--- config.mk ---
export PLATFORM = sky130hd
export DESIGN_NAME = tcdm_sram_bank
export DESIGN_NICKNAME = d
export VERILOG_FILES = /design/src/tcdm_pkg.sv /design/src/tcdm_sram_bank.sv
export VERILOG_INCLUDE_DIRS = /design/src
export SDC_FILE = /design/constraint.sdc
export NUM_CORES = 2
export LEC_CHECK = 0
export ABC_AREA = 1
export BUFFER_PORTS_ARGS = -buffer_cell sky130_fd_sc_hd__buf_2
export CAP_MARGIN = 20
export CORE_UTILIZATION = 30
export DETAILED_ROUTE_END_ITERATION = 12
export PLACE_DENSITY_LB_ADDON = 0.1
export SKIP_CTS_REPAIR_TIMING = 1
export SYNTH_ARGS = -nofsm -noshare
export SYNTH_HDL_FRONTEND = slang
export SYNTH_SLANG_ARGS = --single-unit
--- constraint.sdc ---
create_clock -name clk_i -period 1.57 [get_ports clk_i]
set_input_delay 0.157 -clock clk_i [delete_from_list [all_inputs] [get_ports clk_i]]
set_output_delay 0.157 -clock clk_i [all_outputs]
set_load 0.1 [all_outputs]
--- src/tcdm_consts.svh ---
// Sizing macros for the TCDM subsystem: ports, banks, widths and bank depth
`ifndef TCDM_CONSTS_SVH
`define TCDM_CONSTS_SVH

// Core-side request ports
`define TCDM_NUM_IN 4

// Word-interleaved banks, power of two
`define TCDM_NUM_OUT 4

// Byte address and word widths
`define TCDM_ADDR_WIDTH 32
`define TCDM_DATA_WIDTH 32

// Byte enables per word
`define TCDM_BE_WIDTH (`TCDM_DATA_WIDTH / 8)

// Words per bank and the row index that selects one
`define TCDM_BANK_WORDS 64
`define TCDM_BANK_ROW_WIDTH 6

`endif

--- src/tcdm_pkg.sv ---
// Request, response and bank payload structs of the TCDM subsystem
`include "tcdm_consts.svh"

package tcdm_pkg;

    // Request payload seen by the crossbar
    typedef struct packed {
        logic [`TCDM_ADDR_WIDTH-1:0] addr;
        logic                        write;
        logic [`TCDM_DATA_WIDTH-1:0] data;
        logic [`TCDM_BE_WIDTH-1:0]   strb;
    } tcdm_req_payload_t;

    // Held until q_ready
    typedef struct packed {
        logic              q_valid;
        tcdm_req_payload_t q;
    } mem_req_t;

    // Valid pulses one cycle after the transfer
    typedef struct packed {
        logic                        valid;
        logic [`TCDM_DATA_WIDTH-1:0] data;
    } tcdm_rsp_payload_t;

    typedef struct packed {
        logic              q_ready;
        tcdm_rsp_payload_t p;
    } mem_rsp_t;

    // One bank access, always accepted
    typedef struct packed {
        logic                            req;
        logic [`TCDM_BANK_ROW_WIDTH-1:0] row;
        logic                            write;
        logic [`TCDM_DATA_WIDTH-1:0]     wdata;
        logic [`TCDM_BE_WIDTH-1:0]       be;
    } tcdm_bank_req_t;

endpackage

--- src/tcdm_sram_bank.sv ---
// Single-port SRAM bank with byte-strobed writes and registered read data
`include "tcdm_consts.svh"

module tcdm_sram_bank
    import tcdm_pkg::*;
(
    input  logic                        clk_i,
    input  logic                        rst_n_i,
    input  tcdm_bank_req_t              bank_req_i,
    output logic [`TCDM_DATA_WIDTH-1:0] rdata_o
);

    localparam int unsigned BE_W = `TCDM_BE_WIDTH;

    logic [`TCDM_DATA_WIDTH-1:0] mem_q [`TCDM_BANK_WORDS];

    logic do_write;
    logic do_read;

    assign do_write = bank_req_i.req && bank_req_i.write;
    assign do_read  = bank_req_i.req && !bank_req_i.write;

    // Only strobed bytes change
    always_ff @(posedge clk_i) begin
        if (do_write) begin
            for (int unsigned b = 0; b < BE_W; b++) begin
                if (bank_req_i.be[b]) begin
                    mem_q[bank_req_i.row][8*b +: 8] <= bank_req_i.wdata[8*b +: 8];
                end
            end
        end
    end

    // Holds the last read word between reads
    always_ff @(posedge clk_i or negedge rst_n_i) begin
        if (!rst_n_i) begin
            rdata_o <= '0;
        end else if (do_read) begin
            rdata_o <= mem_q[bank_req_i.row];
        end
    end

endmodule

======== Word level (Yosys, flattened, before mapping) ========
Memories as Yosys holds them, arrays and structs flattened. A register that Yosys moved wholly into a read port is not among the register bits.
Cells that the tools add are included.
operators by class
  reduce and logical (&&, ||, !) cells .... 4
  multiplexer cells ....................... 12
operators by type and width
  cell               number
  1-bit two-way mux  12
  1-bit logical AND  2
  1-bit logical NOT  2
storage, ports and cells
  output and inout bits ................... 32
  input bits .............................. 46
  register bits ........................... 0
  memories ................................ 1
  bits in writable memories ............... 2048
memory list
  name   depth  width  read ports  clocked after memory_dff  write ports  line                  RTL
  mem_q  64     32     1           1                         1            tcdm_sram_bank.sv:15  logic [`TCDM_DATA_WIDTH-1:0] mem_q [`TCDM_BANK_WORDS];

======== Logic depth before layout (Yosys ltp) ========
  depth after elaboration ................. 3
  mapped depth ............................ 17
  gate-level depth less buffers ........... 13

======== Worst setup path after synthesis ========
Ideal clock, no wire load.
  kind .................................... in2reg
  from .................................... input bank_req_i[38] (netlist name)
  to ...................................... memory mem_q[2][16] (netlist name) (enable)
  stages on the path ...................... 8
  path slack .............................. -403 ps
  arrival time ............................ 1603 ps
  path buffers ............................ 2
  data required time ...................... 1200 ps
  path through ............................ buf_2 -> clkinv_2 -> buf_2 -> nor2_2 -> inv_1 -> nor2_1 -> nand2_1 -> nor2_1
RTL lines
  item                line                  RTL
  start: declaration  tcdm_sram_bank.sv:9   input tcdm_bank_req_t bank_req_i,
  end: declaration    tcdm_sram_bank.sv:15
No word-level cell before the write port.

======== Worst setup path after layout ========
  from .................................... register rdata_o[25], read port of mem_q
  to ...................................... output rdata_o[25]
RTL lines
  item                line                  RTL
  start: declaration  tcdm_sram_bank.sv:10  output logic [`TCDM_DATA_WIDTH-1:0] rdata_o
No word-level cell between the ends.

==> results.txt <==
* Outcome: finished, violations left
- The checks that failed: negative setup slack.
- Overall die area: 297000 µm²
- Summing the sequential cell areas from Yosys gives 70.5% of the chip area.
* Register clock-pin slew on the reported worst setup and hold paths: 0.06 ns
- The longest clock path from root to sink contains 4 buffers.
* Port-buffer cells: 77
- Number of ports placed on the die boundary: 78
- Static timing analysis puts the maximum clock frequency at 0.545 GHz.
- The tightest min-delay check is of the in -> reg type.
- For this block, the initial DRC count from the detailed router was 4416.
- Once placement completed, the tool counted placed cells totaling 13.2k.
- For the pin with the worst max-slew slack, the measured transition is 0.603 ns.
- Number of warning messages in the yosys log: 0
* Final critical-path required period: 1.83 ns
- Total power divided by cell area: between 1000 and 1500 nW/µm²
- Final hold viol count: 0
- In this run the tightest slew margin relative to its limit is 59.8%.
* Top library cells by usage in the layout, fill and taps aside: sky130_fd_sc_hd__nand2_1 (5695), sky130_fd_sc_hd__edfxtp_1 (2048), sky130_fd_sc_hd__buf_12 (464)
- At the later pin of the worst-skew pair, clock insertion delay measures just over 0.9 ns.
- DRC errors left: 0
* Area of the placeable core: a little under 300000 µm²
- Largest fanout on the critical path: 2
* Share of the clock period used by the worst path after layout: 117%
* Setup crit end kind: primary output
* Worst hold slack: 0.0522 ns
- In the synthesized netlist the dominant register cell turns out to be sky130_fd_sc_hd__edfxtp_1.
- Across the VDD grid, the largest voltage drop is 0.914 mV.
- Largest net degree at the start of global routing: 81
- Routability-driven placement congestion ratio: between 0.8 and 0.9
- Final worst-path setup slack: -0.264 ns
- Summing internal, switching and leakage power gives 0.127 W.
- Worst setup SP type: flip-flop
- Routed length per instance: approximately 22 µm
- From bottom edge to top edge, the die measures ~540 µm.
* Nets in the synthesized netlist: 8893
- Dividing the detail-routed via count by the number of cells gives 4.50.
- Clock buffers created by TritonCTS: 237
* Fraction of final layout cells with drive strength greater than 1: 17.5%
- The pre-antenna-repair detailed-routing pass consisted of 5 iterations.
* Post-synthesis sequential element count: about 2.1k
- Unrepaired setup endpoints after global routing: yes
- After synthesis the cells add up to 88300 µm².
- The analysis attributes to cell leakage a power of ~46 nW.
- Once layout is complete, the cells apart from fillers number approximately 14k.
- Mean Syn Cell Area: 9.99 µm²
- Routed via count: 61.6k
* Die X-Extent: 545 µm
- The count of pins over their slew limit was 0.
- Initial core utilization: 30.3%
* Sinks on Clock Net: 2080
* Number of global-route vias before repair: 61.9k
- The H-tree was split into 4 levels.
- Final setup vio count: 32
- At the placement stage, the worst setup path has a slack of -0.791 ns.
- The cell count after synthesis came out at approximately 8.8k.
- Number of max-capacitance violations reported: 0
- The count of nets left with antenna violations once routing finished came out at 0.
* Total routing resource utilization after global routing: ~21%
- CTS tree: built
- Global-route wire length before repair: roughly 440 mm
- The netlist uses 23 different library cells.
* Initial antenna violation count: 20
* Ys async rst share: 1.54%
- The floorplan has 198 rows.
* Worst path required time: 1.41 ns
- Start-to-end type of the worst setup path: reg -> out
- Clock root buffer: sky130_fd_sc_hd__clkbuf_16
- Adding up every negative setup slack in the final design gives -4.94 ns.
* Area delta synth->final: 28.0%
* Half-perimeter wire length after placement: 207 mm
- Worst Clk Skew: 0.0391 ns
- At the end of the flow, the number of nets in the layout was between 9k and 10k.
- Post-Route WL: 305 mm
- The library cell used most frequently in the layout, excluding fill and tap cells, is sky130_fd_sc_hd__nand2_1.
- STA puts the critical path data arrival time at 1.68 ns.
* Congestion Overflow GR: 0
* EDFF count, synth: 2048
## cell type report
class	count	area (µm²)
Antenna cell	6	15.0
Clock buffer	299	6260
Clock inverter	132	1270
Fill cell	28700	179000
Inverter	89	365
Multi-Input combinational cell	6218	24800
Sequential cell	2080	62300
Tap cell	3900	4880
Timing Repair Buffer	963	13100
## flip-flops by register name (all words and copies together) (netlist names)
signal and flops:
mem_q 2048, rdata_o 32
## report_power, final
part	internal [W]	total [W]	switching (W)
clock	0.0317	0.0545	0.0229
combinational	0.00344	0.0109	0.00741
sequential	0.0612	0.0616	0.000315
total	0.0963	0.127	0.0306
## final timing paths
path                           startpoint           to  slack, ns  cells after the start
max                           rdata_o[25]  rdata_o[25]      -0.26                      2
min                        bank_req_i[36]   rdata_o[3]       0.05                      7
max reg2reg                 mem_q[23][30]  rdata_o[30]       0.03                     10
min reg2reg                   rdata_o[10]  rdata_o[10]       0.59                      3
max in group asynchronous         rst_n_i   rdata_o[9]       0.75                      4
min in group asynchronous         rst_n_i   rdata_o[8]       0.41                      4
## per-layer routing
| layer | routed length, µm | part of all wire, % | vias up | track usage [%] |
|---|---|---|---|---|
| li1 | - | - | 30000 | - |
| met5 | 0 | 0 | - | 0 |
| met1 | 140000 | 46 | 30100 | 28.2 |
| met3 | 11900 | 3.9 | 332 | 2.43 |
| met2 | 143000 | 47 | 1190 | 34.0 |
| met4 | 8830 | 2.9 | 0 | 5.86 |
## through the flow
stage          util (%)  instance area (µm²)
2_1_floorplan         -                89000
3_3_place_gp       35.7               104000
3_5_place_dp       35.7               104000
4_1_cts            38.3               112000
5_1_grt            38.7               113000
6_report           38.7               113000
## worst max-delay path, stage by stage (launching register included)
cell,delay (ns)
sky130_fd_sc_hd__dfrtp_1,0.40
sky130_fd_sc_hd__buf_8,0.17
sky130_fd_sc_hd__buf_12,0.19
## Yosys cell counts (all sizes together) (4+ instances only)
cell type	number	area share, %
o21ai	8	0.045
edfxtp	2048	70
nand2	5766	24
a21oi	10	0.057
o211ai	4	0.034
nor3	8	0.045
nor2	341	1.5
dfrtp	32	0.91
or2	32	0.23
inv	88	0.37
buf	255	1.6
clkbuf	205	0.87
nand3	47	0.27
## cell families (layout without fill, tap and decap cells)
| kind of cell | count (synthesis) | count (layout) | share of synthesized area, % |
|---|---|---|---|
| buffers and inverters | 549 | 1483 | 2.82 |
| AOI/OAI and AO/OA | 23 | 23 | 0.144 |
| other | 0 | 6 | 0 |
| DFF | 2080 | 2080 | 70.5 |
| and+or+nand+nor | 6195 | 6195 | 26.5 |
No activity file was read; power rests on OpenSTA's default activity.
