===== config.mk =====
export PLATFORM = sky130hd
export DESIGN_NAME = tcdm_interconnect_wrap
export DESIGN_NICKNAME = d
export VERILOG_FILES = /design/src/tcdm_pkg.sv /design/src/tcdm_rr_arbiter.sv /design/src/tcdm_interconnect.sv /design/src/tcdm_interconnect_wrap.sv
export VERILOG_INCLUDE_DIRS = /design/src
export SDC_FILE = /design/constraint.sdc
export NUM_CORES = 1
export LEC_CHECK = 0
export BUFFER_PORTS_ARGS = -buffer_cell sky130_fd_sc_hd__buf_2
export CORE_AREA = 2 2 285 287
export CTS_BUF_LIST = sky130_fd_sc_hd__clkbuf_8
export DETAILED_ROUTE_END_ITERATION = 10
export DIE_AREA = 0 0 287 289
export GPL_TIMING_DRIVEN = 0
export SLEW_MARGIN = 15
export SYNTH_ARGS = -nofsm -noshare
export SYNTH_HDL_FRONTEND = slang
export SYNTH_HIERARCHICAL = 1
export SYNTH_SLANG_ARGS = --single-unit

===== constraint.sdc =====
create_clock -name clk_i -period 8.4 [get_ports clk_i]
set_input_delay 0.42 -clock clk_i [delete_from_list [all_inputs] [get_ports clk_i]]
set_output_delay 0.42 -clock clk_i [all_outputs]
set_load 0.01 [all_outputs]

===== src/tcdm_consts.svh =====
// Sizing macros for the TCDM subsystem: ports, banks, widths and bank depth
`ifndef TCDM_CONSTS_SVH
`define TCDM_CONSTS_SVH

// Core-side request ports
`define TCDM_NUM_IN 4

// Word-interleaved banks, power of two
`define TCDM_NUM_OUT 4

// Byte address and word widths
`define TCDM_ADDR_WIDTH 32
`define TCDM_DATA_WIDTH 32

// Byte enables per word
`define TCDM_BE_WIDTH (`TCDM_DATA_WIDTH / 8)

// Words per bank and the row index that selects one
`define TCDM_BANK_WORDS 64
`define TCDM_BANK_ROW_WIDTH 6

`endif


===== src/tcdm_pkg.sv =====
// Request, response and bank payload structs of the TCDM subsystem
`include "tcdm_consts.svh"

package tcdm_pkg;

    // Request payload seen by the crossbar
    typedef struct packed {
        logic [`TCDM_ADDR_WIDTH-1:0] addr;
        logic                        write;
        logic [`TCDM_DATA_WIDTH-1:0] data;
        logic [`TCDM_BE_WIDTH-1:0]   strb;
    } tcdm_req_payload_t;

    // Held until q_ready
    typedef struct packed {
        logic              q_valid;
        tcdm_req_payload_t q;
    } mem_req_t;

    // Valid pulses one cycle after the transfer
    typedef struct packed {
        logic                        valid;
        logic [`TCDM_DATA_WIDTH-1:0] data;
    } tcdm_rsp_payload_t;

    typedef struct packed {
        logic              q_ready;
        tcdm_rsp_payload_t p;
    } mem_rsp_t;

    // One bank access, always accepted
    typedef struct packed {
        logic                            req;
        logic [`TCDM_BANK_ROW_WIDTH-1:0] row;
        logic                            write;
        logic [`TCDM_DATA_WIDTH-1:0]     wdata;
        logic [`TCDM_BE_WIDTH-1:0]       be;
    } tcdm_bank_req_t;

endpackage


===== src/tcdm_rr_arbiter.sv =====
// Round-robin arbiter with one-hot grant and winner index
`include "tcdm_consts.svh"

module tcdm_rr_arbiter #(
    parameter int unsigned NUM_REQ = `TCDM_NUM_IN,
    localparam int unsigned IDX_W = (NUM_REQ > 1) ? $clog2(NUM_REQ) : 1
) (
    input  logic               clk_i,
    input  logic               rst_n_i,
    input  logic [NUM_REQ-1:0] req_i,
    output logic [NUM_REQ-1:0] gnt_o,
    output logic [IDX_W-1:0]   idx_o
);

    // Requester with highest priority this cycle
    logic [IDX_W-1:0] ptr_q;
    logic [IDX_W-1:0] ptr_d;
    logic             found;

    // First requester at or after the pointer wins
    always_comb begin
        int unsigned cand;
        gnt_o = '0;
        idx_o = '0;
        found = 1'b0;
        cand  = 0;
        for (int unsigned k = 0; k < NUM_REQ; k++) begin
            cand = (32'(ptr_q) + k) % NUM_REQ;
            if (!found && req_i[cand]) begin
                found       = 1'b1;
                gnt_o[cand] = 1'b1;
                idx_o       = IDX_W'(cand);
            end
        end
    end

    // Next priority goes to the one after the winner
    always_comb begin
        if (32'(idx_o) == NUM_REQ - 1) begin
            ptr_d = '0;
        end else begin
            ptr_d = idx_o + 1'b1;
        end
    end

    always_ff @(posedge clk_i or negedge rst_n_i) begin
        if (!rst_n_i) begin
            ptr_q <= '0;
        end else if (found) begin
            ptr_q <= ptr_d;
        end
    end

endmodule


===== src/tcdm_interconnect.sv =====
// Flat-port logarithmic crossbar with bank decode, arbitration and response routing
`include "tcdm_consts.svh"

module tcdm_interconnect
    import tcdm_pkg::*;
(
    input  logic clk_i,
    input  logic rst_n_i,

    // Core side
    input  logic [`TCDM_NUM_IN-1:0]                        req_i,
    input  logic [`TCDM_NUM_IN-1:0][`TCDM_ADDR_WIDTH-1:0]  add_i,
    input  logic [`TCDM_NUM_IN-1:0]                        wen_i,
    input  logic [`TCDM_NUM_IN-1:0][`TCDM_DATA_WIDTH-1:0]  wdata_i,
    input  logic [`TCDM_NUM_IN-1:0][`TCDM_BE_WIDTH-1:0]    be_i,
    output logic [`TCDM_NUM_IN-1:0]                        gnt_o,
    output logic [`TCDM_NUM_IN-1:0]                        vld_o,
    output logic [`TCDM_NUM_IN-1:0][`TCDM_DATA_WIDTH-1:0]  rdata_o,

    // Bank side
    output tcdm_bank_req_t [`TCDM_NUM_OUT-1:0]                bank_req_o,
    input  logic [`TCDM_NUM_OUT-1:0][`TCDM_DATA_WIDTH-1:0]    bank_rdata_i
);

    localparam int unsigned NUM_IN     = `TCDM_NUM_IN;
    localparam int unsigned NUM_OUT    = `TCDM_NUM_OUT;
    localparam int unsigned ROW_W      = `TCDM_BANK_ROW_WIDTH;
    localparam int unsigned BYTE_OFF_W = $clog2(`TCDM_BE_WIDTH);
    localparam int unsigned BANK_SEL_W = $clog2(NUM_OUT);
    localparam int unsigned ROW_LSB    = BYTE_OFF_W + BANK_SEL_W;
    localparam int unsigned PORT_IDX_W = (NUM_IN > 1) ? $clog2(NUM_IN) : 1;

    logic [NUM_IN-1:0][BANK_SEL_W-1:0] port_bank;
    logic [NUM_IN-1:0][ROW_W-1:0]      port_row;

    logic [NUM_OUT-1:0][NUM_IN-1:0]     bank_reqs;
    logic [NUM_OUT-1:0][NUM_IN-1:0]     bank_gnts;
    logic [NUM_OUT-1:0][PORT_IDX_W-1:0] win_idx;

    // Response route, one entry per bank
    logic [NUM_OUT-1:0]                 route_vld_q;
    logic [NUM_OUT-1:0][PORT_IDX_W-1:0] route_idx_q;
    logic [NUM_OUT-1:0]                 route_wr_q;

    // Low word-address bits pick the bank
    for (genvar i = 0; i < NUM_IN; i++) begin : gen_decode
        assign port_bank[i] = add_i[i][BYTE_OFF_W +: BANK_SEL_W];
        assign port_row[i]  = add_i[i][ROW_LSB +: ROW_W];
    end

    for (genvar b = 0; b < NUM_OUT; b++) begin : gen_bank
        for (genvar i = 0; i < NUM_IN; i++) begin : gen_port
            assign bank_reqs[b][i] = req_i[i] && (port_bank[i] == BANK_SEL_W'(b));
        end

        tcdm_rr_arbiter #(
            .NUM_REQ(NUM_IN)
        ) u_arbiter (
            .clk_i  (clk_i),
            .rst_n_i(rst_n_i),
            .req_i  (bank_reqs[b]),
            .gnt_o  (bank_gnts[b]),
            .idx_o  (win_idx[b])
        );

        // Winner fields to the bank
        assign bank_req_o[b].req   = |bank_reqs[b];
        assign bank_req_o[b].row   = port_row[win_idx[b]];
        assign bank_req_o[b].write = wen_i[win_idx[b]];
        assign bank_req_o[b].wdata = wdata_i[win_idx[b]];
        assign bank_req_o[b].be    = be_i[win_idx[b]];
    end

    // A port asks one bank at a time, so at most one bank grants it
    always_comb begin
        gnt_o = '0;
        for (int unsigned b = 0; b < NUM_OUT; b++) begin
            gnt_o |= bank_gnts[b];
        end
    end

    always_ff @(posedge clk_i or negedge rst_n_i) begin
        if (!rst_n_i) begin
            route_vld_q <= '0;
            route_idx_q <= '0;
            route_wr_q  <= '0;
        end else begin
            for (int unsigned b = 0; b < NUM_OUT; b++) begin
                route_vld_q[b] <= bank_req_o[b].req;
                route_idx_q[b] <= win_idx[b];
                route_wr_q[b]  <= bank_req_o[b].write;
            end
        end
    end

    // Writes answer with zero data
    always_comb begin
        vld_o   = '0;
        rdata_o = '0;
        for (int unsigned b = 0; b < NUM_OUT; b++) begin
            if (route_vld_q[b]) begin
                vld_o[route_idx_q[b]] = 1'b1;
                if (!route_wr_q[b]) begin
                    rdata_o[route_idx_q[b]] = bank_rdata_i[b];
                end
            end
        end
    end

endmodule


===== src/tcdm_interconnect_wrap.sv =====
// Struct-to-flat adapter around the TCDM crossbar
`include "tcdm_consts.svh"

module tcdm_interconnect_wrap
    import tcdm_pkg::*;
(
    input  logic clk_i,
    input  logic rst_n_i,

    input  mem_req_t [`TCDM_NUM_IN-1:0] mem_req_i,
    output mem_rsp_t [`TCDM_NUM_IN-1:0] mem_rsp_o,

    output tcdm_bank_req_t [`TCDM_NUM_OUT-1:0]             bank_req_o,
    input  logic [`TCDM_NUM_OUT-1:0][`TCDM_DATA_WIDTH-1:0] bank_rdata_i
);

    logic [`TCDM_NUM_IN-1:0]                       req_valid;
    logic [`TCDM_NUM_IN-1:0][`TCDM_ADDR_WIDTH-1:0] req_addr;
    logic [`TCDM_NUM_IN-1:0]                       req_write;
    logic [`TCDM_NUM_IN-1:0][`TCDM_DATA_WIDTH-1:0] req_data;
    logic [`TCDM_NUM_IN-1:0][`TCDM_BE_WIDTH-1:0]   req_strb;
    logic [`TCDM_NUM_IN-1:0]                       rsp_ready;
    logic [`TCDM_NUM_IN-1:0]                       rsp_valid;
    logic [`TCDM_NUM_IN-1:0][`TCDM_DATA_WIDTH-1:0] rsp_data;

    for (genvar i = 0; i < `TCDM_NUM_IN; i++) begin : gen_port
        assign req_valid[i] = mem_req_i[i].q_valid;
        assign req_addr[i]  = mem_req_i[i].q.addr;
        assign req_write[i] = mem_req_i[i].q.write;
        assign req_data[i]  = mem_req_i[i].q.data;
        assign req_strb[i]  = mem_req_i[i].q.strb;

        // Grant is the same-cycle q_ready
        assign mem_rsp_o[i].q_ready = rsp_ready[i];
        assign mem_rsp_o[i].p.valid = rsp_valid[i];
        assign mem_rsp_o[i].p.data  = rsp_data[i];
    end

    tcdm_interconnect u_tcdm_interconnect (
        .clk_i       (clk_i),
        .rst_n_i     (rst_n_i),
        .req_i       (req_valid),
        .add_i       (req_addr),
        .wen_i       (req_write),
        .wdata_i     (req_data),
        .be_i        (req_strb),
        .gnt_o       (rsp_ready),
        .vld_o       (rsp_valid),
        .rdata_o     (rsp_data),
        .bank_req_o  (bank_req_o),
        .bank_rdata_i(bank_rdata_i)
    );

endmodule


### Word-level counts from Yosys, hierarchy flattened

Index checks and enable logic that the tools add are counted.
Widths: inputs -> output; s select.

| operators by class | value |
|---|---|
| $add $sub $neg | 16 |
| multiply operators | 0 |
| div/mod/pow operators | 0 |
| $lt $le $gt $ge | 44 |
| eq/ne operators | 16 |
| shifts and indexed selects | 0 |
| mux-type cells | 179 |
| bitwise gates (word level) | 19 |
| reductions and logical operators | 68 |

Operator list:

| kind | number |
|---|---|
| $mux 128 | 8 |
| $bwmux 128 | 3 |
| $bmux 32 s2 | 4 |
| $demux 32 s2 | 4 |
| $mux 32 | 8 |
| $and 128x128->128 | 1 |
| $mux 4 | 24 |
| $lt 2x3->1 const B | 24 |
| $or 4x4->4 | 18 |
| $mux 1 | 56 |
| $bmux 6 s2 | 4 |
| $logic_and 1x1->1 | 48 |
| $bmux 1 s2 | 20 |
| $demux 1 s2 | 20 |
| $ge 2x1->1 const B | 20 |
| $mux 2 | 20 |
| $bmux 4 s2 | 4 |
| $eq 2x2->1 const B | 12 |
| $mux 6 | 4 |
| $add 2x1->2 const B | 8 |
| $add 2x2->2 const B | 8 |
| $reduce_or 4->1 | 4 |
| $logic_not 1->1 | 12 |
| $eq 2x1->1 const B | 4 |
| $logic_not 2->1 | 4 |

| word-level totals | value |
|---|---|
| register bits after elaboration | 24 |
| bits in latches | 0 |
| RAM bits | 0 |
| memory bits (read-only) | 0 |
| logic and storage cells | 352 |
| memories kept | 0 |

### Depth between registers and ports, before layout

| logic depth | value |
|---|---|
| depth after elaboration | 17 |
| mapped depth | 13 |
| gate-level depth less buffers | 10 |

### Modules after synthesis

Netlist, hierarchy kept.

Modules (own cells, without submodules):

| module | times used | cells each | area each (µm²) | seq. area each (µm²) |
|---|---|---|---|---|
| tcdm_interconnect | 1 | 993 | 9,185.1 | 400.4 |
| tcdm_rr_arbiter at u_tcdm_interconnect.gen_bank[0].u_arbiter ... | 3 | 78 | 606.8 | 50.0 |
| tcdm_rr_arbiter at u_tcdm_interconnect.gen_bank[3].u_arbiter | 1 | 75 | 570.5 | 50.0 |

### Worst setup path before layout

Ideal clock, no wire load.

| timing | value |
|---|---|
| path type | flip-flop to output port |
| start point | register u_tcdm_interconnect.gen_bank[2].u_arbiter.ptr_q[1] |
| end point | output port bank_req_o[100] (netlist bit) |
| data arrival time | 3.153 ns |
| slack | 4.827 ns |
| cell stages (with the launch flop) | 12 |
| cell sequence | dfrtp_1 > clkbuf_1 > inv_1 > ha_1 > buf_2 > mux4_2 > nor2b_4 > o21ai_0 > o31ai_1 > clkbuf_1 > buf_2 > mux4_2 |

RTL lines:

| item | line | RTL |
|---|---|---|
| start: declaration | tcdm_rr_arbiter.sv:16 | `logic [IDX_W-1:0] ptr_q;` |
| start signal: assignment | tcdm_rr_arbiter.sv:50 | `ptr_q <= ptr_d;` |
| end: declaration | tcdm_interconnect_wrap.sv:13 | `` output tcdm_bank_req_t [`TCDM_NUM_OUT-1:0] bank_req_o, `` |

==> impl_metrics.yaml <==
synthesis:
  syn-num-nets: 1737
  yosys_warnings: 6
  ys_seq_elements: 24
  synth_enable_flop_cells: 0
  synthFlopType: "dfrtp_1"
  ys_types: 59
  synthCells: 1302
  syn_area_sq_um: 11600
  ys_seq_area_frac: 0.0519
  async_flop_share: 1.00
  postSynthAreaPerCell_sq_um: 8.89
place:
  dp_hpwl_um: 69800
  place.gp.congestion: 0.954
  portBuffers: 625
die:
  start_util: 0.145
  dieArea_sq_um: 82900
  pin_count: 722
  core_area_sq_um: 79900
  rows: 104
  die_x_um: 287
  fp.dieH_um: 289
job:
  cap_violations: 0
outcome:
  status: "finished clean"
clocking:
  clkSinkCount: 24
  tritoncts: "done"
  cts_buffers: 3
  cts_resized: 0
  cts-root-buf: "clkbuf_8"
  cts_setup_buffers: 0
  cts_hold_buffers: 0
  clkTransAtPathRegs_ns: 0.10
  cts_buffer_depth: 2
  cts_htree_levels: 1
  insertion_delay_ns: 0.28
global_routing:
  grt_pass1_wl_um: 113000
  grt.overflow.total: 0
  grt_usage: 0.188
  antenna_found_initial: 48
  grt_pass1_vias: 14686
  grt_max_degree: 25
power:
  p_per_area_nw_per_um2: 329
  finalPower_mw: 5.32
  irDropWorstVdd_mv: 0.283
  cellLeakagePower_nw: 6.44
cells_and_area:
  nFillCells: 8979
  area_delta_synth_final_pct: 39.5
  fin_util: 0.202
  nets: 2369
  final_common_cell: "buf_2"
  layout_common_cells: "buf_2 (666), mux4_2 (182), nor2_1 (151)"
  drive_gt1_frac: 0.475
setup_path:
  path_cells: "buf_2 > inv_1 > ha_1 > clkbuf_1 > mux4_2 > inv_1 > o31ai_1 > clkbuf_1 > buf_2 > mux4_2 > buf_2"
  crit_top_cell: "buf_2"
  worst_setup_path_start_kind: "flip-flop"
  crit_type: "reg2out"
  r2r_slack_ns: 4.08
  worstRegToRegCells: 9
  crit_slowest_cell: "o31ai_1"
  worstPathRequired_ns: 7.98
  worst-path-buf-inv: 7
  arrival_ns: 5.05
  crit_family: "buffers and inverters"
  rr_endpoint: "u_tcdm_interconnect/route_wr_q[3]$_DFF_PN0_"
  path_max_fanout: 10
  critPathMaxStageDelay_ns: 0.88
  end_kind: "output pin"
route:
  drt-pass1-iter-count: 6
  viasPerCell: 5.20
  ant_nets: 0
  finalWirelength_um: 82900
  vias: 15604
  wire_per_inst_um: 27.6
  route.detailed.drc: 0
  drt_iter0_markers: 1553
hold_path:
  hold_path.class: "in2async"
timing:
  setup_viol: 0
  rsz0062_at_grt: "false"
  worstMarginPinSlew_ns: 1.14
  period_share: 0.651
  slew_headroom: 0.240
  fin_setup_tns_ns: 0
  finalHoldViolations: 0
  max_freq_mhz: 183
  finalClockSkew_ns: 0.00948
  timing.final.crit_period_ns: 5.47
  maxSlewViolCount: 0
-- cell usage after synthesis, drive strengths merged (4+ instances only) --
cell type,count,share of area
nor3b,14,0.0091
ha,25,0.027
mux2i,12,0.010
and2,12,0.0068
mux4,182,0.35
o21ai,32,0.014
nand2,46,0.015
nand2b,4,0.0022
o211ai,7,0.0045
nor4,4,0.0022
o22ai,6,0.0032
nor2,151,0.049
o31ai,4,0.0026
clkbuf,133,0.043
a221o,17,0.015
nor2b,35,0.021
a21oi,18,0.0078
a221oi,128,0.11
nand4bb,4,0.0039
inv,42,0.014
buf,55,0.029
nor4bb,6,0.0052
mux2,7,0.0068
a211oi,128,0.083
or4,12,0.0078
and3,6,0.0032
nand3,141,0.061
and3b,13,0.010
dfrtp,24,0.052
-- worst max path at each step --
| stage | slack, ns | cells after the start | endpoint |
|---|---|---|---|
| after floorplan | 4.83 | 11 | bank_req_o[100] |
| after global placement | 3.16 | 11 | bank_req_o[161] |
| after detailed placement | 3.19 | 11 | bank_req_o[160] |
| after CTS | 2.83 | 11 | bank_req_o[160] |
| after global routing | 2.64 | 11 | bank_req_o[160] |
| final | 2.93 | 11 | bank_req_o[160] |
-- flip-flops by register name, summed over array words and instances, names as in the netlist --
name	count
u_tcdm_interconnect/route_wr_q	4
u_tcdm_interconnect/gen_bank.u_arbiter/ptr_q	8
u_tcdm_interconnect/route_vld_q	4
u_tcdm_interconnect/route_idx_q	8
-- logic make-up (layout without fill, tap and decap cells) --
| logic type | Yosys count | after routing | synth area share |
|---|---|---|---|
| adders and majority gates | 25 | 25 | 0.0270 |
| AOI/OAI and AO/OA | 352 | 352 | 0.251 |
| muxes | 201 | 201 | 0.371 |
| buffers and inverters | 230 | 861 | 0.0858 |
| xor gates and xnor gates | 1 | 1 | 0.000757 |
| and+or+nand+nor | 469 | 469 | 0.212 |
| other | 0 | 10 | 0 |
| DFF | 24 | 24 | 0.0519 |
-- stage by stage --
stage / hold WS (ns) / instance area (sq um) / worst slack, ns / std cells
after floorplan: 0.124 / 11600 / 4.83 / 1302
after global placement: 0.465 / 16000 / 3.16 / 2987
after detailed placement: 0.461 / 16100 / 3.19 / 2989
after CTS: 0.137 / 16100 / 2.83 / 2993
after global routing: 0.173 / 16100 / 2.64 / 2998
final: 0.130 / 16200 / 2.93 / 3003
-- cell type report --
cell class	instances	area (sq um)	area share
Multi-Input combinational cell	1048	9990	0.619
Timing Repair Buffer	627	3140	0.195
Tap cell	1060	1330	0.0821
Buffer	188	836	0.0517
Sequential cell	24	601	0.0372
Inverter	42	158	0.00976
Clock buffer	3	41.3	0.00256
Clock inverter	1	30.0	0.00186
Antenna cell	10	25.0	0.00155
-- layer usage --
layer | vias to the layer above | track usage | part of all wire
met2 | 1101 | 0.337 | 0.49
met3 | 181 | 0.0294 | 0.082
met4 | 10 | 0.0393 | 0.030
met5 | - | 0 | 0.00069
met1 | 7690 | 0.237 | 0.39
li1 | 6622 | - | -
-- power by group --
group,switching (mW),internal (mW)
clock,0.0436,0.0639
sequential,0.0846,0.162
combinational,2.85,2.11
total,2.98,2.34
Note: power is estimated with default switching activity, not from simulation.
